--- config.mk ---
export PLATFORM = sky130hd
export DESIGN_NAME = dcr_router
export DESIGN_NICKNAME = d
export VERILOG_FILES = /design/src/cluster_pkg.sv /design/src/dcr_router.sv
export VERILOG_INCLUDE_DIRS = /design/src /design/src/src
export SDC_FILE = /design/constraint.sdc
export NUM_CORES = 1
export LEC_CHECK = 0
export BUFFER_PORTS_ARGS = -buffer_cell sky130_fd_sc_hd__buf_2
export CORE_MARGIN = 3
export CORE_UTILIZATION = 38
export CTS_BUF_LIST = sky130_fd_sc_hd__clkbuf_2
export DETAILED_ROUTE_END_ITERATION = 12
export PLACE_DENSITY = 0.81
export SLEW_MARGIN = 30
export SYNTH_ARGS = -nofsm -noshare
export SYNTH_HDL_FRONTEND = slang
export SYNTH_SLANG_ARGS = --single-unit
--- constraint.sdc ---
create_clock -name clk -period 0.8 [get_ports clk]
set_input_delay 0.08 -clock clk [delete_from_list [all_inputs] [get_ports clk]]
set_output_delay 0.08 -clock clk [all_outputs]
set_load 0.02 [all_outputs]
--- src/cluster_defs.svh ---
`ifndef CLUSTER_DEFS_SVH
`define CLUSTER_DEFS_SVH

// Cluster shape
`define NUM_SOCKETS     2

// Bus widths
`define ADDR_WIDTH      16
`define DATA_WIDTH      32
`define DCR_ADDR_WIDTH  8

// Socket tag, at least one bit even for a single socket
`define TAG_WIDTH       (($clog2(`NUM_SOCKETS) > 0) ? $clog2(`NUM_SOCKETS) : 1)

// Base-state DCR range, end is exclusive
`define DCR_BASE_BEGIN  8'h10
`define DCR_BASE_END    8'h20

// Base-state registers
`define DCR_SRC_ADDR    8'h10
`define DCR_LENGTH      8'h11
`define DCR_DST_ADDR    8'h12
// Write of any data kicks off every idle socket
`define DCR_START       8'h13

`endif

--- src/cluster_pkg.sv ---
`include "cluster_defs.svh"

package cluster_pkg;

    // Host configuration write, one cycle strobe
    typedef struct packed {
        logic                       valid;
        logic [`DCR_ADDR_WIDTH-1:0] addr;
        logic [`DATA_WIDTH-1:0]     data;
    } dcr_write_t;

    // External memory request, tagged with the issuing socket
    typedef struct packed {
        logic                   valid;
        logic                   rw;
        logic [`ADDR_WIDTH-1:0] addr;
        logic [`DATA_WIDTH-1:0] data;
        logic [`TAG_WIDTH-1:0]  tag;
    } mem_req_t;

    // Read response, may come back out of order
    typedef struct packed {
        logic                   valid;
        logic [`DATA_WIDTH-1:0] data;
        logic [`TAG_WIDTH-1:0]  tag;
    } mem_rsp_t;

    // Socket side request, tag added by the arbiter
    typedef struct packed {
        logic                   valid;
        logic                   rw;
        logic [`ADDR_WIDTH-1:0] addr;
        logic [`DATA_WIDTH-1:0] data;
    } sock_req_t;

endpackage

--- src/dcr_router.sv ---
`timescale 1ns/1ps
`include "cluster_defs.svh"

module dcr_router (
    input  logic                    clk,
    input  logic                    rst,
    input  cluster_pkg::dcr_write_t dcr_write,
    output cluster_pkg::dcr_write_t base_dcr_write
);

    logic in_range;

    assign in_range = (dcr_write.addr >= `DCR_BASE_BEGIN)
                   && (dcr_write.addr < `DCR_BASE_END);

    // One register stage feeds every socket
    always_ff @(posedge clk) begin
        base_dcr_write.addr <= dcr_write.addr;
        base_dcr_write.data <= dcr_write.data;
        if (rst) begin
            base_dcr_write.valid <= 1'b0;
        end else begin
            base_dcr_write.valid <= dcr_write.valid && in_range;
        end
    end

    // Sockets only ever see base-state addresses
    assert property (
        @(posedge clk) disable iff (rst)
        base_dcr_write.valid |->
            (base_dcr_write.addr >= `DCR_BASE_BEGIN)
            && (base_dcr_write.addr < `DCR_BASE_END)
    );

endmodule

==> impl_metrics.json, run 1 <==
{
  "haltStage": "4_1_cts",
  "clock-sinks": 41,
  "die_h_um": 53.1,
  "syn_area_um2": 842,
  "synth_nets": 86,
  "die_w_um": 53.1,
  "hold_buffers": 42,
  "ys_seq_elements": 41,
  "initial_core_util": 0.416,
  "avgSynthCellArea_um2": 19.6,
  "fp-row-count": 16,
  "cts-root-buf": "clkbuf_2",
  "cts_resized": 123,
  "yosys_warnings": 0,
  "numCtsBuffers": 5,
  "error": "[ERROR DPL-0038] Utilization greater than 100%, impossible to legalize",
  "placed_cell_area_mm2": 0.00129,
  "postCtsSetupBuffers": 0,
  "ys_seq_area_frac": 0.975,
  "synthCells": 43,
  "portBuffers": 83,
  "cts_buffer_depth": 2,
  "gp_congestion": 0.641,
  "yosysUniqueCellTypes": 3,
  "status": "stopped before the end",
  "dp.cells": 153,
  "pin_count": 84,
  "htreeDepth": 2
}
-- metrics by stage --
stage	hold WS, ps	setup WS [ps]
floorplan	108	325
global placement	183	277
detailed placement	184	239
-- logic make-up after synthesis --
| kind of cell | share of synthesized area |
|---|---|
| DFF | 0.975 |
| and+or+nand+nor | 0.0253 |
-- Yosys cell counts, drive strengths merged --
| library cell | instances | area share |
|---|---|---|
| dfxtp | 41 | 0.97 |
| nand4bb | 1 | 0.013 |
| nor3 | 1 | 0.012 |
==> run 2, diff against run 1 <==
CORE_AREA = 3 3 64 66   (was unset)
CORE_MARGIN = unset   (was 3)
CORE_UTILIZATION = unset   (was 38)
CTS_BUF_LIST = unset   (was sky130_fd_sc_hd__clkbuf_2)
DIE_AREA = 0 0 67 69   (was unset)
PLACE_DENSITY = unset   (was 0.81)
PLACE_DENSITY_LB_ADDON = 0.15   (was unset)
==> impl_metrics.json, run 2 <==
{
  "cp-start-kind": "flop",
  "status": "finished with violations",
  "ys.flop_type": "dfxtp_1",
  "met1_length_um": 729,
  "drive_above_1_share": 0.764,
  "n_fill_cell": 267,
  "peakVddDrop_v": 0.00119,
  "grt_pass1_wl_um": 3940,
  "synth.most_common_cell": "dfxtp_1",
  "overflow": 0,
  "wl_met2_um": 1270,
  "period_share": 1.01,
  "layout_commonest_cell": "buf_2",
  "die_h_um": 69,
  "fmaxAchievable_ghz": 1.24,
  "pin_count": 84,
  "crit_chain": "buf_6",
  "slew-limit-headroom": 0.929,
  "ys_seq_elements": 41,
  "yosysUniqueCellTypes": 3,
  "hold_viol_final": 0,
  "portBuffers": 83,
  "fin_nets": 216,
  "max_stage_delay_ps": 320,
  "htreeDepth": 2,
  "synth_nets": 86,
  "ant_nets": 0,
  "synth_top_area_frac": 0.975,
  "fin_ws_ps": -6.48,
  "via_count": 822,
  "synth_area_leaders": "dfxtp_1 97%, nand4bb_1 1.3%, nor3_2 1.2%",
  "wl_met3_um": 354,
  "cp-end-kind": "output pin",
  "initialDrtViolationCount": 21,
  "reg.largest.list": "base_dcr_write (41)",
  "holdWs_ps": 62.0,
  "p_leak_nw": 0.985,
  "coreArea_mm2": 0.00363,
  "cts_buffer_depth": 2,
  "area_growth_syn_to_layout_pct": 153,
  "rsz0062_at_grt": "true",
  "clkTransAtPathRegs_ps": 70,
  "largest_register_ff_count": 41,
  "timing.setup.tns_ps": -45.8,
  "diodes": 0,
  "synth-async-reset-ratio": 0,
  "gp_congestion": 0.588,
  "layout.cells.most_common_list": "42 x buf_2, 41 x dfxtp_2, 41 x buf_6",
  "syn_area_um2": 842,
  "grt_pass1_vias": 972,
  "synthCells": 43,
  "yosys_warnings": 0,
  "grt.total_usage": 0.116,
  "critPathSlowestCell": "dfxtp_2",
  "cts-root-buf": "clkbuf_8",
  "hp-class": "in -> reg",
  "pre_cts_ws_ps": 237,
  "ys_seq_area_frac": 0.975,
  "cts_tree": "done",
  "maxCapViolCount": 0,
  "grt_start_max_net_pins": 13,
  "avgSynthCellArea_um2": 19.6,
  "dieArea_mm2": 0.00462,
  "dr.pass1.iters": 2,
  "synth_top_area_cell": "dfxtp_1",
  "numCtsBuffers": 5,
  "final_max_slew_viol_count": 0,
  "crit_buf_inv": 1,
  "crit_required_ps": 720,
  "routedWlPerCell_um": 10.8,
  "power.total_mw": 4.25,
  "synth_edf_count": 0,
  "pwr_density_cell_mw_per_mm2": 2000,
  "dr.max_layer_used": "met4",
  "die_w_um": 67,
  "drc": 0,
  "setup.worst_path.class": "reg -> out",
  "crit_fanout": 1,
  "fp-row-count": 22,
  "dp.cells": 174,
  "layout_min_cycle_time_ps": 806,
  "crit_arrival_ps": 730,
  "cp_top_family": "flip-flops",
  "clock-sinks": 41,
  "antenna_found_initial": 0,
  "layoutNonFillerInstCount": 222,
  "viasPerCell": 3.70,
  "top_register": "base_dcr_write",
  "ys_top_cells_by_count": "41 x dfxtp_1, 1 x nand4bb_1, 1 x nor3_2",
  "wirelength_um": 2390,
  "postCtsSetupBuffers": 0,
  "failed_checks": "negative setup slack",
  "tightest_slew_ps": 107,
  "initial_core_util": 0.232,
  "setup_viol": 16
}
## run 2: cell counts after synthesis
Identical to the previous run, type by type.
## run 2: worst paths after layout
path	startpoint	end	slack, ps	cells after the start
setup / recovery	base_dcr_write[40]	base_dcr_write[40]	-6	1
hold / removal	dcr_write[40]	base_dcr_write[40]	60	3
## run 2: kinds of logic (layout without fill, tap and decap cells)
| group | Yosys count | count (layout) | share of synthesized area |
|---|---|---|---|
| flip-flops | 41 | 41 | 0.975 |
| AND/OR/NAND/NOR | 2 | 2 | 0.0253 |
| buffers and inverters | 0 | 131 | 0 |
## run 2: through the flow
| stage | instance area (um2) | utilization |
|---|---|---|
| 2_1_floorplan | 842 | - |
| 3_3_place_gp | 1320 | 0.363 |
| 3_5_place_dp | 1320 | 0.363 |
| 4_1_cts | 2130 | 0.585 |
| 5_1_grt | 2130 | 0.585 |
| 6_report | 2130 | 0.585 |
## run 2: metal layers
layer,GRT usage,up-vias
li1,-,391
met1,0.0866,362
met2,0.217,64
met3,0.0700,5
met4,0.0541,0
met5,0,-
## run 2: final cells by class
class                   instances  area (um2)  area share
clock inverters                 1        5.00     0.00235
clock buffers                   7        96.3      0.0453
multi-input cells               2        21.3      0.0100
flip-flops and latches         41         872       0.410
well taps                      48        60.1      0.0282
repair buffers                123        1070       0.504
## run 2: power by group
part / switching (mW) / internal, mW / total, mW
clock: 0.631 / 0.778 / 1.41
sequential: 0.0476 / 2.17 / 2.22
combinational: 0.230 / 0.394 / 0.624
total: 0.909 / 3.34 / 4.25
## run 2: what timing repair did
item / 4_1_cts / 5_1_grt
hold buffers: 40 / 0
pin swaps: 0 / 0
setup endpoints to repair: 41 / 41
gates resized for setup: 123 / 0
endpoints found under the hold margin: 41 / 0
(Power assumes the default switching activity.)
