[src/cluster_defs.svh]
`ifndef CLUSTER_DEFS_SVH
`define CLUSTER_DEFS_SVH

// Cluster shape
`define NUM_SOCKETS     2

// Bus widths
`define ADDR_WIDTH      16
`define DATA_WIDTH      32
`define DCR_ADDR_WIDTH  8

// Socket tag, at least one bit even for a single socket
`define TAG_WIDTH       (($clog2(`NUM_SOCKETS) > 0) ? $clog2(`NUM_SOCKETS) : 1)

// Base-state DCR range, end is exclusive
`define DCR_BASE_BEGIN  8'h10
`define DCR_BASE_END    8'h20

// Base-state registers
`define DCR_SRC_ADDR    8'h10
`define DCR_LENGTH      8'h11
`define DCR_DST_ADDR    8'h12
// Write of any data kicks off every idle socket
`define DCR_START       8'h13

`endif

[src/cluster_pkg.sv]
`include "cluster_defs.svh"

package cluster_pkg;

    // Host configuration write, one cycle strobe
    typedef struct packed {
        logic                       valid;
        logic [`DCR_ADDR_WIDTH-1:0] addr;
        logic [`DATA_WIDTH-1:0]     data;
    } dcr_write_t;

    // External memory request, tagged with the issuing socket
    typedef struct packed {
        logic                   valid;
        logic                   rw;
        logic [`ADDR_WIDTH-1:0] addr;
        logic [`DATA_WIDTH-1:0] data;
        logic [`TAG_WIDTH-1:0]  tag;
    } mem_req_t;

    // Read response, may come back out of order
    typedef struct packed {
        logic                   valid;
        logic [`DATA_WIDTH-1:0] data;
        logic [`TAG_WIDTH-1:0]  tag;
    } mem_rsp_t;

    // Socket side request, tag added by the arbiter
    typedef struct packed {
        logic                   valid;
        logic                   rw;
        logic [`ADDR_WIDTH-1:0] addr;
        logic [`DATA_WIDTH-1:0] data;
    } sock_req_t;

endpackage

[src/socket.sv]
`timescale 1ns/1ps
`include "cluster_defs.svh"

module socket #(
    parameter int SOCKET_ID = 0
) (
    input  logic                    clk,
    input  logic                    rst,
    input  cluster_pkg::dcr_write_t dcr_write,
    output cluster_pkg::sock_req_t  sock_req,
    input  logic                    grant,
    input  logic                    rsp_valid,
    input  logic [`DATA_WIDTH-1:0]  rsp_data,
    output logic                    busy
);

    typedef enum logic [1:0] {
        S_IDLE,
        S_ISSUE,
        S_WAIT,
        S_WRITE
    } state_t;

    state_t state;

    // Base state as last written by the host
    logic [`ADDR_WIDTH-1:0] src_addr;
    logic [`ADDR_WIDTH-1:0] length;
    logic [`ADDR_WIDTH-1:0] dst_addr;

    // Per-job copies, held from start to finish
    logic [`ADDR_WIDTH-1:0] job_len;
    logic [`ADDR_WIDTH-1:0] rd_addr;
    logic [`ADDR_WIDTH-1:0] wr_addr;
    logic [`DATA_WIDTH-1:0] sum;

    logic [`ADDR_WIDTH-1:0] issue_cnt;
    logic [`ADDR_WIDTH-1:0] rsp_cnt;
    logic [`ADDR_WIDTH-1:0] outstanding;
    logic                   start;

    assign start       = dcr_write.valid && (dcr_write.addr == `DCR_START);
    assign outstanding = issue_cnt - rsp_cnt;
    assign busy        = (state != S_IDLE);

    always_ff @(posedge clk) begin
        if (dcr_write.valid) begin
            case (dcr_write.addr)
                `DCR_SRC_ADDR: src_addr <= dcr_write.data[`ADDR_WIDTH-1:0];
                `DCR_LENGTH:   length   <= dcr_write.data[`ADDR_WIDTH-1:0];
                `DCR_DST_ADDR: dst_addr <= dcr_write.data[`ADDR_WIDTH-1:0];
                default: ;
            endcase
        end
    end

    // Slice start and result slot depend on position in the row
    always_ff @(posedge clk) begin
        if ((state == S_IDLE) && start) begin
            job_len <= length;
            rd_addr <= src_addr + `ADDR_WIDTH'(SOCKET_ID) * length;
            wr_addr <= dst_addr + `ADDR_WIDTH'(SOCKET_ID);
            sum     <= '0;
        end else begin
            if ((state == S_ISSUE) && grant) begin
                rd_addr <= rd_addr + 1'b1;
            end
            if (rsp_valid) begin
                sum <= sum + rsp_data;
            end
        end
    end

    always_ff @(posedge clk) begin
        if (rst) begin
            state     <= S_IDLE;
            issue_cnt <= '0;
            rsp_cnt   <= '0;
        end else begin
            // Responses can land while reads are still going out
            if (rsp_valid) begin
                rsp_cnt <= rsp_cnt + 1'b1;
            end
            case (state)
                S_IDLE: begin
                    if (start) begin
                        issue_cnt <= '0;
                        rsp_cnt   <= '0;
                        // Empty slice goes straight to the result write
                        state     <= (length == '0) ? S_WRITE : S_ISSUE;
                    end
                end
                S_ISSUE: begin
                    if (grant) begin
                        issue_cnt <= issue_cnt + 1'b1;
                        if (issue_cnt == job_len - 1'b1) begin
                            state <= S_WAIT;
                        end
                    end
                end
                S_WAIT: begin
                    if (rsp_cnt == job_len) begin
                        state <= S_WRITE;
                    end
                end
                S_WRITE: begin
                    if (grant) begin
                        state <= S_IDLE;
                    end
                end
                default: state <= S_IDLE;
            endcase
        end
    end

    always_comb begin
        sock_req.valid = (state == S_ISSUE) || (state == S_WRITE);
        sock_req.rw    = (state == S_WRITE);
        sock_req.addr  = (state == S_WRITE) ? wr_addr : rd_addr;
        sock_req.data  = (state == S_WRITE) ? sum : '0;
    end

    // Every response belongs to a read this socket has in flight
    assert property (
        @(posedge clk) disable iff (rst)
        rsp_valid |-> (outstanding != '0)
    );

    // Pending request holds until the arbiter takes it
    assert property (
        @(posedge clk) disable iff (rst)
        (sock_req.valid && !grant) |=> $stable(sock_req)
    );

endmodule

[config.mk]
export PLATFORM = sky130hd
export DESIGN_NAME = socket
export DESIGN_NICKNAME = d
export VERILOG_FILES = /design/src/cluster_pkg.sv /design/src/socket.sv
export VERILOG_INCLUDE_DIRS = /design/src /design/src/src
export SDC_FILE = /design/constraint.sdc
export NUM_CORES = 1
export LEC_CHECK = 0
export ABC_AREA = 1
export BUFFER_PORTS_ARGS = -buffer_cell sky130_fd_sc_hd__buf_4
export CAP_MARGIN = 20
export CORE_MARGIN = 8
export CORE_UTILIZATION = 59
export DETAILED_ROUTE_END_ITERATION = 6
export PLACE_DENSITY = 0.82
export SLEW_MARGIN = 20
export SYNTH_ARGS = -nofsm -noshare
export SYNTH_HDL_FRONTEND = slang
export SYNTH_SLANG_ARGS = --single-unit
[constraint.sdc]
create_clock -name clk -period 3.29 [get_ports clk]
set_clock_uncertainty 0.1 [all_clocks]
set_input_delay 0.1645 -clock clk [delete_from_list [all_inputs] [get_ports clk]]
set_output_delay 0.1645 -clock clk [all_outputs]
set_load 0.05 [all_outputs]
Word-level counts from Yosys, hierarchy flattened
Index checks and enable logic that the tools add are counted.
{"block": "word_totals", "reg_bits": 162, "input_bits": 77, "out_inout_bits": 51, "wordCells": 60}
{"block": "op_classes", "add_sub_neg": 5, "eq_ne": 14, "n_mux": 17, "n_reduce_logical": 14}
{"cell": "16-bit 2-to-1 mux", "n": 8}
{"cell": "16-bit by 1-bit adder with 16-bit output, second input constant", "n": 3}
{"cell": "32-bit adder", "n": 1}
{"cell": "16-bit equality test", "n": 2}
{"cell": "8-bit by 5-bit equality test with 1-bit output, second input constant", "n": 4}
{"cell": "32-bit 2-to-1 mux", "n": 1}
{"cell": "16-bit case mux with 2 select lines", "n": 1}
{"cell": "16-bit zero test", "n": 1}
{"cell": "16-bit by 1-bit subtractor with 16-bit output, second input constant", "n": 1}
{"cell": "2-bit 2-to-1 mux", "n": 6}
{"cell": "2-bit case mux with 4 select lines", "n": 1}
{"cell": "2-bit inequality test, second input constant", "n": 3}
{"cell": "2-bit AND reduction", "n": 3}
{"cell": "2-bit nonzero test", "n": 3}
{"cell": "5-bit AND reduction", "n": 1}
{"cell": "2-bit equality test, second input constant", "n": 2}
{"cell": "2-bit by 1-bit inequality test with 1-bit output, second input constant", "n": 2}
{"cell": "1-bit logical AND", "n": 3}
{"cell": "3-bit AND reduction", "n": 1}
{"cell": "2-bit by 1-bit equality test with 1-bit output, second input constant", "n": 1}
{"cell": "2-bit zero test", "n": 1}
{"cell": "1-bit logical OR", "n": 1}

Logic depth before layout (Yosys ltp)
{"block": "depth", "depth_word": 5, "depth_mapped": 14, "mapped_depth_nobuf": 14}

Least setup slack after synthesis
OpenSTA, ideal clock, no wires.
{"block": "synth_path", "path_type": "in2reg", "startpoint": "in dcr_write[39] (netlist name)", "endpoint": "reg dst_addr[0] (enable)", "setup_ns": 0.432, "t_arrival_ns": 2.118, "required_ns": 2.758, "slack_ns": 0.640, "cell_stages": 4, "path_buffers": 0, "path_cell_list": "nor3b_1 -> and3_1 -> inv_1 -> nor4_1"}
{"block": "synth_between", "elab_chain_len": 2}
{"element": "start: declaration", "line": "socket.sv:9", "source": "input cluster_pkg::dcr_write_t dcr_write,"}
{"element": "8-bit by 5-bit equality test with 1-bit output", "line": "socket.sv:48", "source": "case (dcr_write.addr)"}
{"element": "2-bit AND reduction (no line)"}
{"element": "end signal: assignment", "line": "socket.sv:51", "source": "`DCR_DST_ADDR: dst_addr <= dcr_write.data[`ADDR_WIDTH-1:0];"}
{"element": "end: declaration", "line": "socket.sv:29", "source": "logic [`ADDR_WIDTH-1:0] dst_addr;"}
Every way passes these cells.
A chain may end at the register's enable or synchronous reset.

==> flow_metrics.env <==
export IMPL_outcome="complete, no violations"
export IMPL_min_path_type="in2reg"
export IMPL_ys_ff_latch=162
export IMPL_gp_congestion=0.940
export IMPL_worst_slew_pin_slew_ns=0.830
export IMPL_path_clk_slew_ns=0.07
export IMPL_maxSlewHeadroom=0.445
export IMPL_fin_nets=1439
export IMPL_dieArea_sq_um=20500
export IMPL_slew_violations=0
export IMPL_critPathCaptureType="output port"
export IMPL_clk_latency_ns=0.43
export IMPL_via_count=8307
export IMPL_io_pins=128
export IMPL_worst_r2r_cell_count=13
export IMPL_syn_area_sq_um=9560
export IMPL_power_density_nw_per_um2=682
export IMPL_die_y_um=143
export IMPL_start_util=0.602
export IMPL_grt_remaining_overflow=0
export IMPL_leakagePower_nw=5.03
export IMPL_hold_viol=0
export IMPL_syn_num_nets=1306
export IMPL_ys_seq_area_frac=0.440
export IMPL_synthTopCellsByCount="nand2_1, inv_1, edfxtp_1"
export IMPL_swShare=0.407
export IMPL_grt_use_total=0.236
export IMPL_final_util=0.719
export IMPL_drive_gt1_frac=0.163
export IMPL_numCtsBuffers=17
export IMPL_p_switching_w=0.00317
export IMPL_cts_root_buf="clkbuf_16"
export IMPL_htree_num_levels=4
export IMPL_clkPwrFrac=0.266
export IMPL_synth_warnings=0
export IMPL_first_pass_iters=5
export IMPL_drtAntennaViolNets=0
export IMPL_post_cts_buffers=0
export IMPL_share_comb_of_total_power=0.396
export IMPL_antenna_found_initial=0
export IMPL_critPathMaxFanout=30
export IMPL_wire_per_inst_um=15.2
export IMPL_antenna_cells=0
export IMPL_crit_path_start_kind="flop"
export IMPL_power_frac_seq=0.337
export IMPL_syn_inst=1188
export IMPL_ctsResizeCount=0
export IMPL_power_total_w=0.00779
export IMPL_p_int_w=0.00462
export IMPL_arrival_ns=2.34
export IMPL_portBuffers=111
export IMPL_tns_ns=0
export IMPL_cts_tree="built"
export IMPL_rsz0062_at_grt="no"
export IMPL_hold_buffers=17
export IMPL_die_w_um=143
export IMPL_first_global_vias=7916
export IMPL_hold_depth=6
export IMPL_rows=46
export IMPL_synth_area_per_cell_sq_um=8.04
export IMPL_critPathKind="reg2out"
export IMPL_grt_pass1_wl_mm=38.2
export IMPL_vdd_ir_drop_max_mv=0.532
export IMPL_drc=0
export IMPL_clock_sinks=162
export IMPL_synth_most_common_cell="nand2_1"
export IMPL_core_area_sq_um=15900
export IMPL_setup_viol=0
export IMPL_synth_top_area_cell="edfxtp_1"
export IMPL_max_freq_ghz=0.384
export IMPL_synth_ff_type="edfxtp_1"
export IMPL_crit_required_ns=3.03
export IMPL_synth_edf_count=96
export IMPL_vias_per_cell=5.36
export IMPL_period_needed_ns=2.60
export IMPL_grt_max_degree=59
export IMPL_dpl_hpwl_mm=17.3
export IMPL_synth_top_area_frac=0.302
export IMPL_routed_wl_mm=23.6
export IMPL_synth_cell_types=50
export IMPL_area_growth_syn_to_layout_pct=19.6
export IMPL_drt_iter0_markers=722
export IMPL_synthArstFlopShare=0
export IMPL_fin_crit_sh=0.791
export IMPL_synth_top_cells_by_area="edfxtp_1, dfxtp_1, nand2_1, inv_1, ha_1"
export IMPL_clockBufferDepth=2
export IMPL_cap_violations=0
## through the flow
| step | cell area, sq um | hold WS, ns | instances | setup slack [ns] |
|---|---|---|---|---|
| finish | 11400 | 0.0406 | 1550 | 0.688 |
| global route | 11400 | 0.0739 | 1550 | 0.558 |
| CTS | 11400 | 0.0324 | 1550 | 0.661 |
| detailed placement | 10600 | 0.279 | 1501 | 0.858 |
| global placement | 10600 | 0.276 | 1501 | 0.892 |
| floorplan | 9560 | 0.134 | 1188 | 0.640 |
## routing by layer
metal	global-route usage	share of wire
met1	0.306	0.45
met2	0.390	0.47
met3	0.0471	0.066
met4	0.0725	0.016
met5	0	0
## placed cells by master (no fill, tap or decap), types with 15 or more instances in the layout
cell type	count
a21oi_1	68
buf_4	121
clkbuf_16	17
dfxtp_1	66
dlygate4sd3_1	17
edfxtp_1	96
ha_1	39
inv_1	160
nand2_1	288
nand3_1	61
nand4_1	18
nor2_1	95
nor3_1	20
o21ai_0	67
o21bai_1	15
xnor2_1	20
xor2_1	33
## power groups by stage
stage          Combinational [W]  Sequential, W  Clock (W)
2_1_floorplan            0.00232        0.00260          0
3_3_place_gp             0.00297        0.00266          0
3_5_place_dp             0.00302        0.00266          0
4_1_cts                  0.00305        0.00262    0.00209
5_1_grt                  0.00347        0.00266    0.00218
6_report                 0.00309        0.00263    0.00207
## critical path: stages (launching register included)
cell and delay (ns):
dfxtp_1 0.40, ha_2 0.71, buf_4 0.31, nand2_1 0.08, o21ai_0 0.14, buf_4 0.26
## path summary, 6_finish.rpt
check | slack (ns) | to | startpoint
worst max register to register | 0.80 | sum[24]$_SDFFE_PP0P_ | sum[0]$_SDFFE_PP0P_
worst min-delay path | 0.04 | sum[0]$_SDFFE_PP0P_ | rsp_data[0]
worst max-delay path | 0.69 | sock_req[39] | state[0]$_SDFFE_PP0P_
worst min register to register | 0.32 | wr_addr[4]$_DFFE_PP_ | dst_addr[4]$_DFFE_PP_
## registers in the layout, summed over array words and instances (netlist names)
signal and cells:
job_len 16, issue_cnt 16, rsp_cnt 16, wr_addr 16, rd_addr 16, length 16, src_addr 16, sum 32
state 2, dst_addr 16
## logic make-up (layout without fill, tap and decap cells)
logic type	count (synthesis)	after routing	share of synthesized area
xor gates and xnor gates	53	53	0.0486
DFF	162	162	0.440
buffers and inverters	191	337	0.0766
and+or+nand+nor	547	547	0.262
AOI/OAI and AO/OA	194	194	0.118
adders and majority gates	41	41	0.0545
## layout make-up
cell class | count | area [sq um]
fill | 1196 | 4460
clock buffer | 17 | 425
inverter | 167 | 627
tap | 216 | 270
sequential | 162 | 4200
clock inverter | 15 | 193
multi-input combinational | 835 | 4630
timing repair buffer | 138 | 1080
No activity file was read; power rests on OpenSTA's default activity.
